### src/rtl/usb_io_consts.svh
// Shared sizes and I/O map; EP_DEPTH must be a power of two, SE0_CYCLES assumes a 24 MHz clock
`ifndef USB_IO_CONSTS_SVH
`define USB_IO_CONSTS_SVH

// Endpoint FIFO sizing
`define EP_DEPTH 8                      // Entries per endpoint, power of two

// USB bus reset detection
`define SE0_CYCLES 240000               // 10 ms of SE0 at 24 MHz

// Processor I/O register map
`define IO_ADDR_SW      16'h0000        // Slide switches, read only
`define IO_ADDR_LED     16'h0001        // LED register, read/write
`define IO_ADDR_STATUS  16'h0002        // Endpoint flags and bus reset
`define IO_ADDR_EP0_OUT 16'h0003        // Read pops OUT endpoint 0
`define IO_ADDR_EP0_IN  16'h0004        // Write pushes IN endpoint 0
`define IO_ADDR_EP1_IN  16'h0005        // Write pushes IN endpoint 1

`endif

### src/rtl/usb_io_pkg.sv
// Struct types for the USB/IO slice; field order fixes the bit layout seen by the processor
`default_nettype none

package usb_io_pkg;

   // Line sample, D- in the upper bit as on the board pins
   typedef struct packed {
      logic dm;                         // D- sample
      logic dp;                         // D+ sample
   } d_port_t;                          // Both low is SE0

   typedef struct packed {
      logic [15:0] addr;                // Register address
      logic [15:0] dout;                // Write data from CPU
      logic        rd;                  // One-cycle read strobe
      logic        wr;                  // One-cycle write strobe
   } io_req_t;

   typedef struct packed {
      logic [3:0] pid;                  // Token type, SETUP or OUT
      logic [7:0] data;                 // Payload byte
      logic       last;                 // Final byte of packet
   } usb_rx_t;

   typedef struct packed {
      logic [7:0] data;                 // Payload byte
      logic       last;                 // Final byte of packet
   } usb_byte_t;

   typedef struct packed {
      logic [8:0] reserved;             // Read as zero
      logic       usb_reset;            // Bus reset in progress
      logic       in1_full;
      logic       in1_empty;
      logic       in0_full;
      logic       in0_empty;
      logic       out_full;
      logic       out_empty;            // Bit 0
   } ep_status_t;

endpackage

`default_nettype wire

### src/rtl/endpoint_fifo.sv
// Single-clock FIFO of EP_DEPTH entries; first-word output, push when full and pop when empty ignored
`timescale 1ns/10ps
`default_nettype none
`include "usb_io_consts.svh"

module endpoint_fifo #(
   parameter type payload_t = logic [7:0]
) (
   input  logic     clk_i,
   input  logic     rst_i,
   input  logic     flush_i,            // Empties FIFO, e.g. on bus reset
   input  logic     push_i,
   input  logic     pop_i,
   input  payload_t wr_data_i,
   output payload_t rd_data_o,          // Head entry, valid when not empty
   output logic     empty_o,
   output logic     full_o
);

   localparam int AW = $clog2(`EP_DEPTH);
   localparam int CW = $clog2(`EP_DEPTH + 1);
   localparam logic [CW-1:0] DEPTH = CW'(`EP_DEPTH);

   payload_t      mem [`EP_DEPTH];      // Entry storage, no reset
   logic [AW-1:0] wr_ptr_q;
   logic [AW-1:0] rd_ptr_q;
   logic [CW-1:0] count_q;              // Occupancy
   logic          do_push;
   logic          do_pop;

   assign empty_o   = (count_q == '0);
   assign full_o    = (count_q == DEPTH);
   assign do_push   = push_i && !full_o;  // Overflow dropped
   assign do_pop    = pop_i && !empty_o;  // Underflow ignored
   assign rd_data_o = mem[rd_ptr_q];

   always_ff @(posedge clk_i) begin
      if (do_push) begin
         mem[wr_ptr_q] <= wr_data_i;
      end
   end

   always_ff @(posedge clk_i) begin
      if (rst_i || flush_i) begin
         wr_ptr_q <= '0;
         rd_ptr_q <= '0;
         count_q  <= '0;
      end else begin
         if (do_push) wr_ptr_q <= wr_ptr_q + 1'b1;  // Wraps, depth is power of two
         if (do_pop) rd_ptr_q <= rd_ptr_q + 1'b1;
         case ({do_push, do_pop})
            2'b10:   count_q <= count_q + 1'b1;
            2'b01:   count_q <= count_q - 1'b1;
            default: count_q <= count_q;            // Idle or push+pop
         endcase
      end
   end

endmodule

`default_nettype wire

### src/rtl/endpoint_sequencer.sv
// Endpoint FSM; one IN request at a time, drains the latched endpoint up to an entry marked last
`timescale 1ns/10ps
`default_nettype none

module endpoint_sequencer (
   input  logic                  clk_i,
   input  logic                  rst_i,
   input  logic                  usb_reset_i,
   input  logic                  rx_valid_i,     // Receive stream from SIE
   input  usb_io_pkg::usb_rx_t   rx_data_i,
   output logic                  rx_ready_o,
   input  logic                  in_req_valid_i, // Host IN token
   input  logic                  in_ep_i,        // 0 = EP0, 1 = EP1
   output logic                  in_req_ready_o,
   output logic                  tx_valid_o,     // Transmit stream to SIE
   output logic                  tx_nak_o,
   output usb_io_pkg::usb_byte_t tx_data_o,
   input  logic                  tx_ready_i,
   input  logic                  out_full_i,
   output logic                  out_push_o,
   input  logic                  in0_empty_i,
   input  logic                  in1_empty_i,
   input  usb_io_pkg::usb_byte_t in0_data_i,
   input  usb_io_pkg::usb_byte_t in1_data_i,
   output logic                  in0_pop_o,
   output logic                  in1_pop_o
);

   typedef enum logic [1:0] {
      IDLE,
      SEND,
      NAK
   } state_t;

   state_t state_q;
   logic   ep_q;                        // Endpoint being served
   logic   run_q;                       // Low during and just after rst_i
   logic   req_hs;
   logic   tx_hs;
   logic   cur_empty;

   assign cur_empty = ep_q ? in1_empty_i : in0_empty_i;
   assign tx_data_o = ep_q ? in1_data_i : in0_data_i;  // FIFO head, holds until popped

   // OUT path runs independently of the IN state
   assign rx_ready_o = run_q && !out_full_i && !usb_reset_i;
   assign out_push_o = rx_valid_i && rx_ready_o;

   assign in_req_ready_o = run_q && (state_q == IDLE) && !usb_reset_i;
   assign req_hs         = in_req_valid_i && in_req_ready_o;

   // Stall if CPU has not refilled yet
   assign tx_valid_o = (state_q == SEND) && !cur_empty && !usb_reset_i;
   assign tx_hs      = tx_valid_o && tx_ready_i;
   assign tx_nak_o   = (state_q == NAK);  // Single cycle, NAK always returns to IDLE
   assign in0_pop_o  = tx_hs && !ep_q;
   assign in1_pop_o  = tx_hs && ep_q;

   always_ff @(posedge clk_i) begin
      if (rst_i) begin
         run_q <= 1'b0;
      end else begin
         run_q <= 1'b1;
      end
   end

   always_ff @(posedge clk_i) begin
      if (rst_i) begin
         state_q <= IDLE;
         ep_q    <= 1'b0;
      end else if (usb_reset_i) begin
         state_q <= IDLE;               // Abandon any transfer
      end else begin
         case (state_q)
            IDLE: begin
               if (req_hs) begin
                  ep_q <= in_ep_i;
                  // Empty endpoint answers NAK
                  state_q <= (in_ep_i ? in1_empty_i : in0_empty_i) ? NAK : SEND;
               end
            end
            SEND: begin
               if (tx_hs && tx_data_o.last) state_q <= IDLE;  // Packet done
            end
            NAK:     state_q <= IDLE;
            default: state_q <= IDLE;
         endcase
      end
   end

endmodule

`default_nettype wire

### src/rtl/se0_reset_timer.sv
// USB bus reset detector; D+/D- must already be synchronised to clk_i, THRESHOLD counts clock samples
`timescale 1ns/10ps
`default_nettype none
`include "usb_io_consts.svh"

module se0_reset_timer #(
   parameter int THRESHOLD = `SE0_CYCLES
) (
   input  logic                clk_i,
   input  logic                rst_i,
   input  usb_io_pkg::d_port_t d_i,
   output logic                usb_reset_o
);

   localparam int CW = $clog2(THRESHOLD + 1);
   localparam logic [CW-1:0] LIMIT = CW'(THRESHOLD);

   logic [CW-1:0] se0_cnt_q;            // Consecutive SE0 samples
   logic          se0;

   assign se0 = !d_i.dp && !d_i.dm;     // Both lines low

   always_ff @(posedge clk_i) begin
      if (rst_i) begin
         se0_cnt_q   <= '0;
         usb_reset_o <= 1'b0;
      end else if (!se0) begin
         se0_cnt_q   <= '0;             // Any J/K state restarts
         usb_reset_o <= 1'b0;           // Drops one cycle after line recovers
      end else begin
         if (se0_cnt_q != LIMIT) begin
            se0_cnt_q <= se0_cnt_q + 1'b1;  // Saturates at LIMIT
         end
         // This sample is number se0_cnt_q+1
         usb_reset_o <= (se0_cnt_q >= LIMIT - 1'b1);
      end
   end

endmodule

`default_nettype wire

### src/rtl/shared_bus.sv
// CPU I/O decoder; read data registered with one cycle latency, FIFO writes dropped when full
`timescale 1ns/10ps
`default_nettype none
`include "usb_io_consts.svh"

module shared_bus (
   input  logic                  clk_i,
   input  logic                  rst_i,
   input  usb_io_pkg::io_req_t   io_req_i,
   output logic [15:0]           io_din_o,    // Read data to CPU
   input  logic [9:0]            sw_i,
   output logic [15:0]           led_o,
   input  usb_io_pkg::ep_status_t status_i,
   input  usb_io_pkg::usb_rx_t   out_data_i,  // OUT FIFO head
   output logic                  out_pop_o,
   output usb_io_pkg::usb_byte_t in_data_o,   // Shared push data for IN FIFOs
   output logic                  in0_push_o,
   output logic                  in1_push_o
);

   logic        rd_ep0_out;
   logic        wr_led;
   logic [15:0] rd_mux;

   assign rd_ep0_out = io_req_i.rd && (io_req_i.addr == `IO_ADDR_EP0_OUT);
   assign wr_led     = io_req_i.wr && (io_req_i.addr == `IO_ADDR_LED);

   // Pop only a real entry
   assign out_pop_o = rd_ep0_out && !status_i.out_empty;

   assign in_data_o  = usb_io_pkg::usb_byte_t'(io_req_i.dout[8:0]);  // {data, last}
   assign in0_push_o = io_req_i.wr && (io_req_i.addr == `IO_ADDR_EP0_IN) && !status_i.in0_full;
   assign in1_push_o = io_req_i.wr && (io_req_i.addr == `IO_ADDR_EP1_IN) && !status_i.in1_full;

   always_comb begin
      case (io_req_i.addr)
         `IO_ADDR_SW:      rd_mux = {6'b0, sw_i};
         `IO_ADDR_LED:     rd_mux = led_o;
         `IO_ADDR_STATUS:  rd_mux = status_i;
         `IO_ADDR_EP0_OUT: rd_mux = status_i.out_empty ? 16'h0000 : {3'b0, out_data_i};
         default:          rd_mux = 16'h0000;  // Unmapped, also write-only IN ports
      endcase
   end

   always_ff @(posedge clk_i) begin
      if (io_req_i.rd) begin
         io_din_o <= rd_mux;            // Holds until next read
      end
   end

   always_ff @(posedge clk_i) begin
      if (rst_i) begin
         led_o <= 16'h0000;
      end else if (wr_led) begin
         led_o <= io_req_i.dout;
      end
   end

endmodule

`default_nettype wire

### src/rtl/usb_io_top.sv
// USB/IO slice top; rx/tx streams come from an external SIE, usb_d_i must be synchronous to clk_i
`timescale 1ns/10ps
`default_nettype none
`include "usb_io_consts.svh"

module usb_io_top #(
   parameter int SE0_THRESHOLD = `SE0_CYCLES
) (
   input  logic                  clk_i,
   input  logic                  rst_i,
   input  usb_io_pkg::io_req_t   io_req_i,
   output logic [15:0]           io_din_o,
   input  logic [9:0]            sw_i,
   output logic [15:0]           led_o,
   input  usb_io_pkg::d_port_t   usb_d_i,
   input  logic                  rx_valid_i,
   input  usb_io_pkg::usb_rx_t   rx_data_i,
   output logic                  rx_ready_o,
   input  logic                  in_req_valid_i,
   input  logic                  in_ep_i,
   output logic                  in_req_ready_o,
   output logic                  tx_valid_o,
   output usb_io_pkg::usb_byte_t tx_data_o,
   input  logic                  tx_ready_i,
   output logic                  tx_nak_o,
   output logic                  usb_reset_o
);

   usb_io_pkg::ep_status_t status;
   usb_io_pkg::usb_rx_t    out_data;    // OUT FIFO head to bus
   usb_io_pkg::usb_byte_t  in_wdata;    // Bus write data to IN FIFOs
   usb_io_pkg::usb_byte_t  in0_data;
   usb_io_pkg::usb_byte_t  in1_data;
   logic out_push, out_pop, out_empty, out_full;
   logic in0_push, in0_pop, in0_empty, in0_full;
   logic in1_push, in1_pop, in1_empty, in1_full;

   assign status.reserved  = '0;
   assign status.usb_reset = usb_reset_o;
   assign status.in1_full  = in1_full;
   assign status.in1_empty = in1_empty;
   assign status.in0_full  = in0_full;
   assign status.in0_empty = in0_empty;
   assign status.out_full  = out_full;
   assign status.out_empty = out_empty;

   se0_reset_timer #(.THRESHOLD(SE0_THRESHOLD)) se0_reset_timer_inst (
      .clk_i(clk_i), .rst_i(rst_i), .d_i(usb_d_i), .usb_reset_o(usb_reset_o));

   shared_bus shared_bus_inst (
      .clk_i(clk_i), .rst_i(rst_i), .io_req_i(io_req_i), .io_din_o(io_din_o),
      .sw_i(sw_i), .led_o(led_o), .status_i(status),
      .out_data_i(out_data), .out_pop_o(out_pop),
      .in_data_o(in_wdata), .in0_push_o(in0_push), .in1_push_o(in1_push));

   endpoint_sequencer endpoint_sequencer_inst (
      .clk_i(clk_i), .rst_i(rst_i), .usb_reset_i(usb_reset_o),
      .rx_valid_i(rx_valid_i), .rx_data_i(rx_data_i), .rx_ready_o(rx_ready_o),
      .in_req_valid_i(in_req_valid_i), .in_ep_i(in_ep_i), .in_req_ready_o(in_req_ready_o),
      .tx_valid_o(tx_valid_o), .tx_nak_o(tx_nak_o), .tx_data_o(tx_data_o),
      .tx_ready_i(tx_ready_i), .out_full_i(out_full), .out_push_o(out_push),
      .in0_empty_i(in0_empty), .in1_empty_i(in1_empty),
      .in0_data_i(in0_data), .in1_data_i(in1_data),
      .in0_pop_o(in0_pop), .in1_pop_o(in1_pop));

   // OUT endpoint 0, SIE writes, CPU reads
   endpoint_fifo #(.payload_t(usb_io_pkg::usb_rx_t)) ep0_out_fifo (
      .clk_i(clk_i), .rst_i(rst_i), .flush_i(usb_reset_o),
      .push_i(out_push), .pop_i(out_pop), .wr_data_i(rx_data_i),
      .rd_data_o(out_data), .empty_o(out_empty), .full_o(out_full));

   // IN endpoint 0, CPU writes, SIE reads
   endpoint_fifo #(.payload_t(usb_io_pkg::usb_byte_t)) ep0_in_fifo (
      .clk_i(clk_i), .rst_i(rst_i), .flush_i(usb_reset_o),
      .push_i(in0_push), .pop_i(in0_pop), .wr_data_i(in_wdata),
      .rd_data_o(in0_data), .empty_o(in0_empty), .full_o(in0_full));

   // IN endpoint 1
   endpoint_fifo #(.payload_t(usb_io_pkg::usb_byte_t)) ep1_in_fifo (
      .clk_i(clk_i), .rst_i(rst_i), .flush_i(usb_reset_o),
      .push_i(in1_push), .pop_i(in1_pop), .wr_data_i(in_wdata),
      .rd_data_o(in1_data), .empty_o(in1_empty), .full_o(in1_full));

endmodule

`default_nettype wire

### config.mk
export PLATFORM = sky130hd
export DESIGN_NAME = usb_io_top
export DESIGN_NICKNAME = d
export VERILOG_FILES = /design/src/rtl/usb_io_pkg.sv /design/src/rtl/endpoint_fifo.sv /design/src/rtl/endpoint_sequencer.sv /design/src/rtl/se0_reset_timer.sv /design/src/rtl/shared_bus.sv /design/src/rtl/usb_io_top.sv
export VERILOG_INCLUDE_DIRS = /design/src /design/src/rtl
export SDC_FILE = /design/constraint.sdc
export NUM_CORES = 1
export LEC_CHECK = 0
export BUFFER_PORTS_ARGS = -buffer_cell sky130_fd_sc_hd__buf_2
export CAP_MARGIN = 40
export CORE_ASPECT_RATIO = 0.9
export CORE_UTILIZATION = 55
export CTS_BUF_LIST = sky130_fd_sc_hd__clkbuf_8 sky130_fd_sc_hd__clkbuf_16
export DETAILED_ROUTE_END_ITERATION = 7
export PLACE_DENSITY_LB_ADDON = 0.25
export SLEW_MARGIN = 20
export SYNTH_ARGS = -nofsm -noshare
export SYNTH_HDL_FRONTEND = slang
export SYNTH_SLANG_ARGS = --single-unit
### constraint.sdc
create_clock -name clk_i -period 6 [get_ports clk_i]
set_input_delay 1.5 -clock clk_i [delete_from_list [all_inputs] [get_ports clk_i]]
set_output_delay 1.5 -clock clk_i [all_outputs]
set_load 0.01 [all_outputs]
After elaboration in Yosys (flattened, before gate mapping)
Memories as Yosys holds them, arrays and structs flattened. A register that Yosys moved wholly into a read port is not among the register bits.
Index checks and enable logic that the tools add are counted.
Word-level totals
  bits in registers: 85
  RAM bits: 248
  bits of input ports: 65
  output and inout port bits: 46
  word-level logic and storage cells: 129
  memories kept: 3
Memory list
  ep0_out_fifo.mem: words 8, width 13, read ports 1, clocked after Yosys merged registers in 1, write ports 1, RTL line endpoint_fifo.sv:24  | payload_t mem [`EP_DEPTH];
  ep0_in_fifo.mem: words 8, width 9, read ports 1, clocked after Yosys merged registers in 1, write ports 1, RTL line endpoint_fifo.sv:24
  ep1_in_fifo.mem: words 8, width 9, read ports 1, clocked after Yosys merged registers in 1, write ports 1, RTL line endpoint_fifo.sv:24
Cells by class
  $add $sub $neg: 13
  magnitude comparators: 1
  equal/unequal tests: 19
  muxes and demuxes: 25
  bitwise logic cells: 2
  reductions and logical operators: 50
Operators with widths (number)
  $pmux W16 S4: 1
  $eq A16 B2 Y1 const B: 2
  $eq A16 B3 Y1 const B: 2
  $logic_and A1 B1 Y1: 26
  $pmux W4 S2: 3
  $add A18 B1 Y18 const B: 1
  $add A3 B1 Y3 const B: 6
  $ge A18 B18 Y1 const B: 1
  $mux W3: 6
  $ne A18 B18 Y1 const B: 1
  $eq A16 B1 Y1 const B: 1
  $logic_not A16 Y1: 1
  $mux W13: 1
  $add A4 B1 Y4 const B: 3
  $eq A4 B4 Y1 const B: 3
  $logic_not A4 Y1: 3
  $sub A4 B1 Y4 const B: 3
  $logic_not A1 Y1: 11
  $mux W1: 9
  $mux W9: 1
  $eq A2 B1 Y1 const B: 4
  $eq A2 B2 Y1 const B: 4
  $mux W2: 3
  $reduce_bool A2 Y1: 3
  other kinds (9): 11

Depth between registers and ports, before layout
  word-level depth: 10
  depth in mapped cells: 11
  mapped depth without buffers: 10

By module
Synthesis repeated with hierarchy kept, for this count alone.
Unflattened totals
  cell total of the unflattened synthesis: 904
  area, all modules: 14737.9 um2
Modules (own cells, without submodules)
  endpoint_fifo (ep0_in_fifo ...): times used 2, cells each 181, area an instance 3498.4 um2, seq. area each 2422.3 um2
  endpoint_fifo (ep0_out_fifo): times used 1, cells each 227, area an instance 4740.8 um2, seq. area each 3383.2 um2
  shared_bus: times used 1, cells each 167, area an instance 1707.9 um2, seq. area each 800.8 um2
  se0_reset_timer: times used 1, cells each 112, area an instance 963.4 um2, seq. area each 380.4 um2
  endpoint_sequencer: times used 1, cells each 35, area an instance 325.3 um2, seq. area each 80.1 um2
  usb_io_top: times used 1, cells each 1, area an instance 3.8 um2, seq. area each 0.0 um2

Worst setup path before layout
Ideal clock, no wire load.
  path kind: input to register
  from: in io_req_i[32] (netlist bit)
  to: reg ep0_out_fifo.count_q[3]
  library setup time: 0.070 ns
  arrival time: 4.276 ns
  data required time: 5.930 ns
  slack: 1.654 ns
  cell stages on the path: 10
  buffers on the path: 0
  cells stage by stage: or4_4 > or4_4 > nor4_4 > ha_1 > ha_1 > a21o_1 > a21oi_1 > xnor2_1 > or3_1 > a21oi_1
Between the ends
  word-level cells in the longest chain between the ends: 6
  elaborated cells between the ends (all ways): 8
  classes of those cells: eq/ne: 3; mux: 1; reduce/logical: 4
RTL lines
  from (decl): RTL line usb_io_top.sv:11  | input usb_io_pkg::io_req_t io_req_i,
  $eq A16 B2 Y1 *
  $logic_and A1 B1 Y1 *: RTL line shared_bus.sv:25  | assign rd_ep0_out = io_req_i.rd && (io_req_i.addr == `IO_ADDR_EP0_OUT);
  $logic_and A1 B1 Y1 *: RTL line shared_bus.sv:29  | assign out_pop_o = rd_ep0_out && !status_i.out_empty;
  $logic_and A1 B1 Y1 *: RTL line endpoint_fifo.sv:34  | assign do_pop = pop_i && !empty_o;
  $eq A2 B1 Y1 / $eq A2 B2 Y1 (equally long branches): RTL line endpoint_fifo.sv:51  | case ({do_push, do_pop})
  $pmux W4 S2 / $reduce_bool A2 Y1 (equally long branches)
  to (signal assigned): RTL line endpoint_fifo.sv:52  | 2'b10: count_q <= count_q + 1'b1;
  to (signal assigned): RTL line endpoint_fifo.sv:53  | 2'b01: count_q <= count_q - 1'b1;
  to (signal assigned): RTL line endpoint_fifo.sv:54  | default: count_q <= count_q;
  to (decl): RTL line endpoint_fifo.sv:27  | logic [CW-1:0] count_q;
Every way passes the cells marked *; elsewhere a longest branch is shown, timed or not.
A chain may end at the register's enable or synchronous reset.

Worst setup path after layout
  from: in io_req_i[27] (netlist bit)
  to: reg ep0_in_fifo.count_q[2]
Between the ends
  word-level cells in the longest chain between the ends: 6
  elaborated cells between the ends (all ways): 8
  classes of those cells: eq/ne: 3; mux: 1; reduce/logical: 4
RTL lines
  $eq A16 B3 Y1 (no source line) *
  $logic_and A1 B1 Y1 * (2 in a row): RTL line shared_bus.sv:32  | assign in0_push_o = io_req_i.wr && (io_req_i.addr == `IO_ADDR_EP0_IN) && !status_i.in0_full;
  $logic_and A1 B1 Y1 *: RTL line endpoint_fifo.sv:33  | assign do_push = push_i && !full_o;
  $eq A2 B1 Y1 / $eq A2 B2 Y1 (equally long branches): RTL line endpoint_fifo.sv:51
  $pmux W4 S2 / $reduce_bool A2 Y1 (equally long branches)
  to (signal assigned): RTL line endpoint_fifo.sv:52
  to (signal assigned): RTL line endpoint_fifo.sv:53
  to (signal assigned): RTL line endpoint_fifo.sv:54
  to (decl): RTL line endpoint_fifo.sv:27
Marks and branches as above.

==> summary.md <==
| Metric | Value |
|---|---|
| Mapped Cells | `874` |
| Fraction of registers with async set/reset | `0%` |
| Worst setup path class | `in2reg` |
| Number of H-tree levels | `2` |
| Int Power | `3.809 mW` |
| Worst-skew pair later-pin latency | `0.51 ns` |
| Crit path max-delay cell type | `or4_1` |
| Cell taking the most area after synthesis | `edfxtp_1` |
| Critical path, cell by cell | `buf_2 -> or4_1 -> nor4_2 -> nand3_1 -> ha_1 -> xor2_1 -> ha_1 -> a21oi_1 -> xor2_1 -> or3_1 -> a21oi_1` |
| Psw | `0.9450 mW` |
| DRC | `0` |
| Top Layer Used | `met4` |
| Setup Fix Bufs, Post-CTS | `0` |
| Avg Cell Area, Syn | `15.72 µm²` |
| Final-report setup violation count | `0` |
| Worst Setup End Kind | `flip-flop` |
| Initial antenna violation count | `1` |
| Syn. warnings | `0` |
| Total grt overflow | `0` |
| Core Rows | `54` |
| Post-synthesis sequential area ratio | `69.08%` |
| Area contributors post-synth | `edfxtp_1 58%, dfxtp_1 11%, mux4_2 10%` |
| CP Launch Type | `primary input` |
| Worst-path clk slew | `0.06 ns` |
| CP Buf/Inv Count | `1` |
| Sw frac | `19.88%` |
| Hold buffers post-CTS | `0` |
| Initial core utilization | `56.31%` |
| IO Port Bufs | `110` |
| RSZ-0062 raised after global routing | `no` |
| PwrDens | `297.4 nW/µm²` |
| Root buffer cell | `clkbuf_16` |
| CP required | `6.43 ns` |
| Post-layout nets | `1096` |
| Die area | `25610 µm²` |
| Hold crit path type | `reg2reg` |
| Worst IR drop on VDD | `274.3 µV` |
| Reg power frac | `54.0%` |
| Placed cell areas | `14820 µm²` |
| Vias | `7835` |
| Leak | `5.417 nW` |
| Crit path DAT | `4.80 ns` |
| Hpwl dp | `18.63 mm` |
| Die span in y | `151.9 µm` |
| Reg2Reg Setup Slack | `3.12 ns` |
| Tot Pwr | `4.754 mW` |
| Core area | `24390 µm²` |
| Share of the synthesized area in the top cell type | `57.72%` |
| Largest net degree at the start of global routing | `33` |
| Fin Setup TNS | `0 ns` |
| Metal2 WL | `14.02 mm` |
| Final hold vios | `0` |
| Met1 Wirelength | `11.64 mm` |
| Vias in the first global route | `7989` |
| Initial DRT Pass Iterations | `4` |
| Post-synth EDFFs | `264` |
| Die width | `168.6 µm` |
| Max-cap viol count | `0` |
| Sink Count | `342` |
| Crit path max-delay family | `simple AND/OR/NAND/NOR gates` |
| Status | `finished, final reports clean` |
| Fmax | `229.0 MHz` |
| I/O Pins | `111` |
| Total CTS buffers | `35` |
| Routability congestion estimate | `0.8684` |
| Final Cycle Share | `72.78%` |
| Antenna Nets Post-Route | `0` |
| Routed wl met3 | `1.502 mm` |
| Fin. max-slew vios | `0` |
| Drt initial violations | `596` |
| Prevailing post-synth register cell | `edfxtp_1` |
| CTS tree | `yes` |
| Worst-Margin Slew | `0.8308 ns` |
| Clock Power Share | `43.8%` |
| Post-cts sizing count | `0` |
| Slew headroom | `44.41%` |
| Share of cells above drive strength 1 | `25.92%` |
| Drt wl/cell | `20.45 µm` |
| Synth cell types | `55` |
| First-pass GRT wire length | `44.11 mm` |
| Final wirelength | `28.12 mm` |
| Net Count, Synth | `957` |
| CP peak stage delay | `0.65 ns` |
| Via/cell ratio | `5.698` |
| Design area | `15990 µm²` |
| Combinational power share | `2.3%` |
| Clk buf depth | `3` |
| Clk_skew | `0.01660 ns` |
| Area grow syn2layout | `16.39%` |
| GRT Overall Usage | `22.80%` |
| FF+latch count, synth | `342` |
| Final min period | `4.367 ns` |
| Crit-path max FO | `8` |
| Mapped Area | `13740 µm²` |
[layout by cell type (no fill, tap or decap), types with 5 or more instances in the layout]
cell	count
nor3_1	12
xnor2_1	11
mux2i_1	30
nand3_1	17
buf_4	23
edfxtp_1	264
nor2_1	62
a21oi_1	42
nand2b_1	10
ha_1	17
nor4_1	5
nand4_1	9
inv_1	19
o21ai_0	12
buf_2	110
mux4_2	62
nand2_1	64
o21ai_1	7
nor2b_1	11
a22oi_1	6
or3_1	5
and3_1	8
clkbuf_16	36
buf_6	5
a211oi_1	10
xor2_1	24
o221ai_1	7
dfxtp_1	77
[area by class of cell]
type                       instances  area (µm²)
sequential                       342        9490
fill                            1695        8404
multi-input combinational        483        4083
clock buffer                      39       942.2
timing repair buffer             142       844.6
tap                              336       420.4
clock inverter                    23       170.2
inverter                           9       33.78
antenna                            1       2.502
[through the flow]
stage	setup slack [ns]	hold WS (ns)	utilization, %	std cells
floorplan	1.654	0.4621	-	874
global placement	1.252	0.4576	60.29	1297
detailed placement	1.101	0.4632	60.76	1306
CTS	1.621	0.4725	65.32	1368
global route	1.427	0.4988	65.54	1375
finish	1.633	0.4739	65.54	1375
[worst paths after layout]
| kind | start | end | depth (start not counted) |
|---|---|---|---|
| setup / recovery | io_req_i[27] | ep0_in_fifo.count_q[2]$_SDFFE_PP0P_ | 11 |
| hold / removal | shared_bus_inst.led_o[15]$_SDFFE_PP0P_ | shared_bus_inst.led_o[15]$_SDFFE_PP0P_ | 2 |
| setup reg to reg | se0_reset_timer_inst.usb_reset_o$_SDFF_PP0_ | ep0_out_fifo.mem[0][6]$_DFFE_PP_ | 6 |
| hold reg to reg | shared_bus_inst.led_o[15]$_SDFFE_PP0P_ | shared_bus_inst.led_o[15]$_SDFFE_PP0P_ | 2 |
[cell usage after synthesis (5+ instances only)]
cell / number
a211oi_1: 10
a21oi_1: 42
a22oi_1: 6
and3_1: 8
buf_1: 6
buf_2: 5
clkbuf_1: 29
dfxtp_1: 78
edfxtp_1: 264
ha_1: 17
inv_1: 9
mux2i_1: 30
mux4_2: 62
nand2_1: 64
nand2b_1: 10
nand3_1: 17
nand4_1: 9
nor2_1: 66
nor2b_1: 11
nor3_1: 14
nor4_1: 6
o21ai_0: 12
o21ai_1: 7
o221ai_1: 7
or3_1: 5
xnor2_1: 11
xor2_1: 24
[tightest hold or removal path, stage by stage, from the launching register on]
cell	delay (ns)
dfxtp_1	0.32
nand2_1	0.06
a21oi_1	0.05
[state kept, by name, summed over array words and instances (netlist names), 3 cells and up, named ones only]
signal / cells
ep0_in_fifo.wr_ptr_q: 3
shared_bus_inst.led_o: 16
ep0_in_fifo.mem: 72
ep1_in_fifo.rd_ptr_q: 3
shared_bus_inst.io_din_o: 16
ep0_in_fifo.count_q: 4
ep0_in_fifo.rd_ptr_q: 3
ep0_out_fifo.count_q: 4
ep1_in_fifo.count_q: 4
ep0_out_fifo.mem: 104
ep0_out_fifo.wr_ptr_q: 3
ep0_out_fifo.rd_ptr_q: 3
ep1_in_fifo.wr_ptr_q: 3
se0_reset_timer_inst.se0_cnt_q: 18
ep1_in_fifo.mem: 72
[power groups by stage]
stage                     registers (mW)  clock network, mW  logic [mW]
after floorplan                     2.62                  0      0.0349
after global routing                2.57               2.20       0.118
final                               2.57               2.08       0.108
after CTS                           2.57               2.12       0.106
after global placement              2.62                  0       0.103
after detailed placement            2.62                  0       0.106
[cell families (layout without fill, tap and decap cells)]
logic type | after synthesis | count (layout) | synth area share [%]
simple gates | 240 | 240 | 8.845
compound gates | 97 | 97 | 4.327
flops | 342 | 342 | 69.08
buf+inv | 49 | 213 | 1.384
mux | 93 | 93 | 12.43
xor+xnor | 35 | 35 | 2.232
other cells | 0 | 1 | 0
fa+ha+maj | 18 | 18 | 1.694
[layer usage]
| layer | vias up | GRT usage, % |
|---|---|---|
| met4 | 0 | 9.524 |
| met3 | 67 | 3.985 |
| met1 | 3866 | 29.78 |
| li1 | 3656 | - |
| met5 | - | 0 |
| met2 | 246 | 38.00 |
Power figures use the tool's default switching activity.
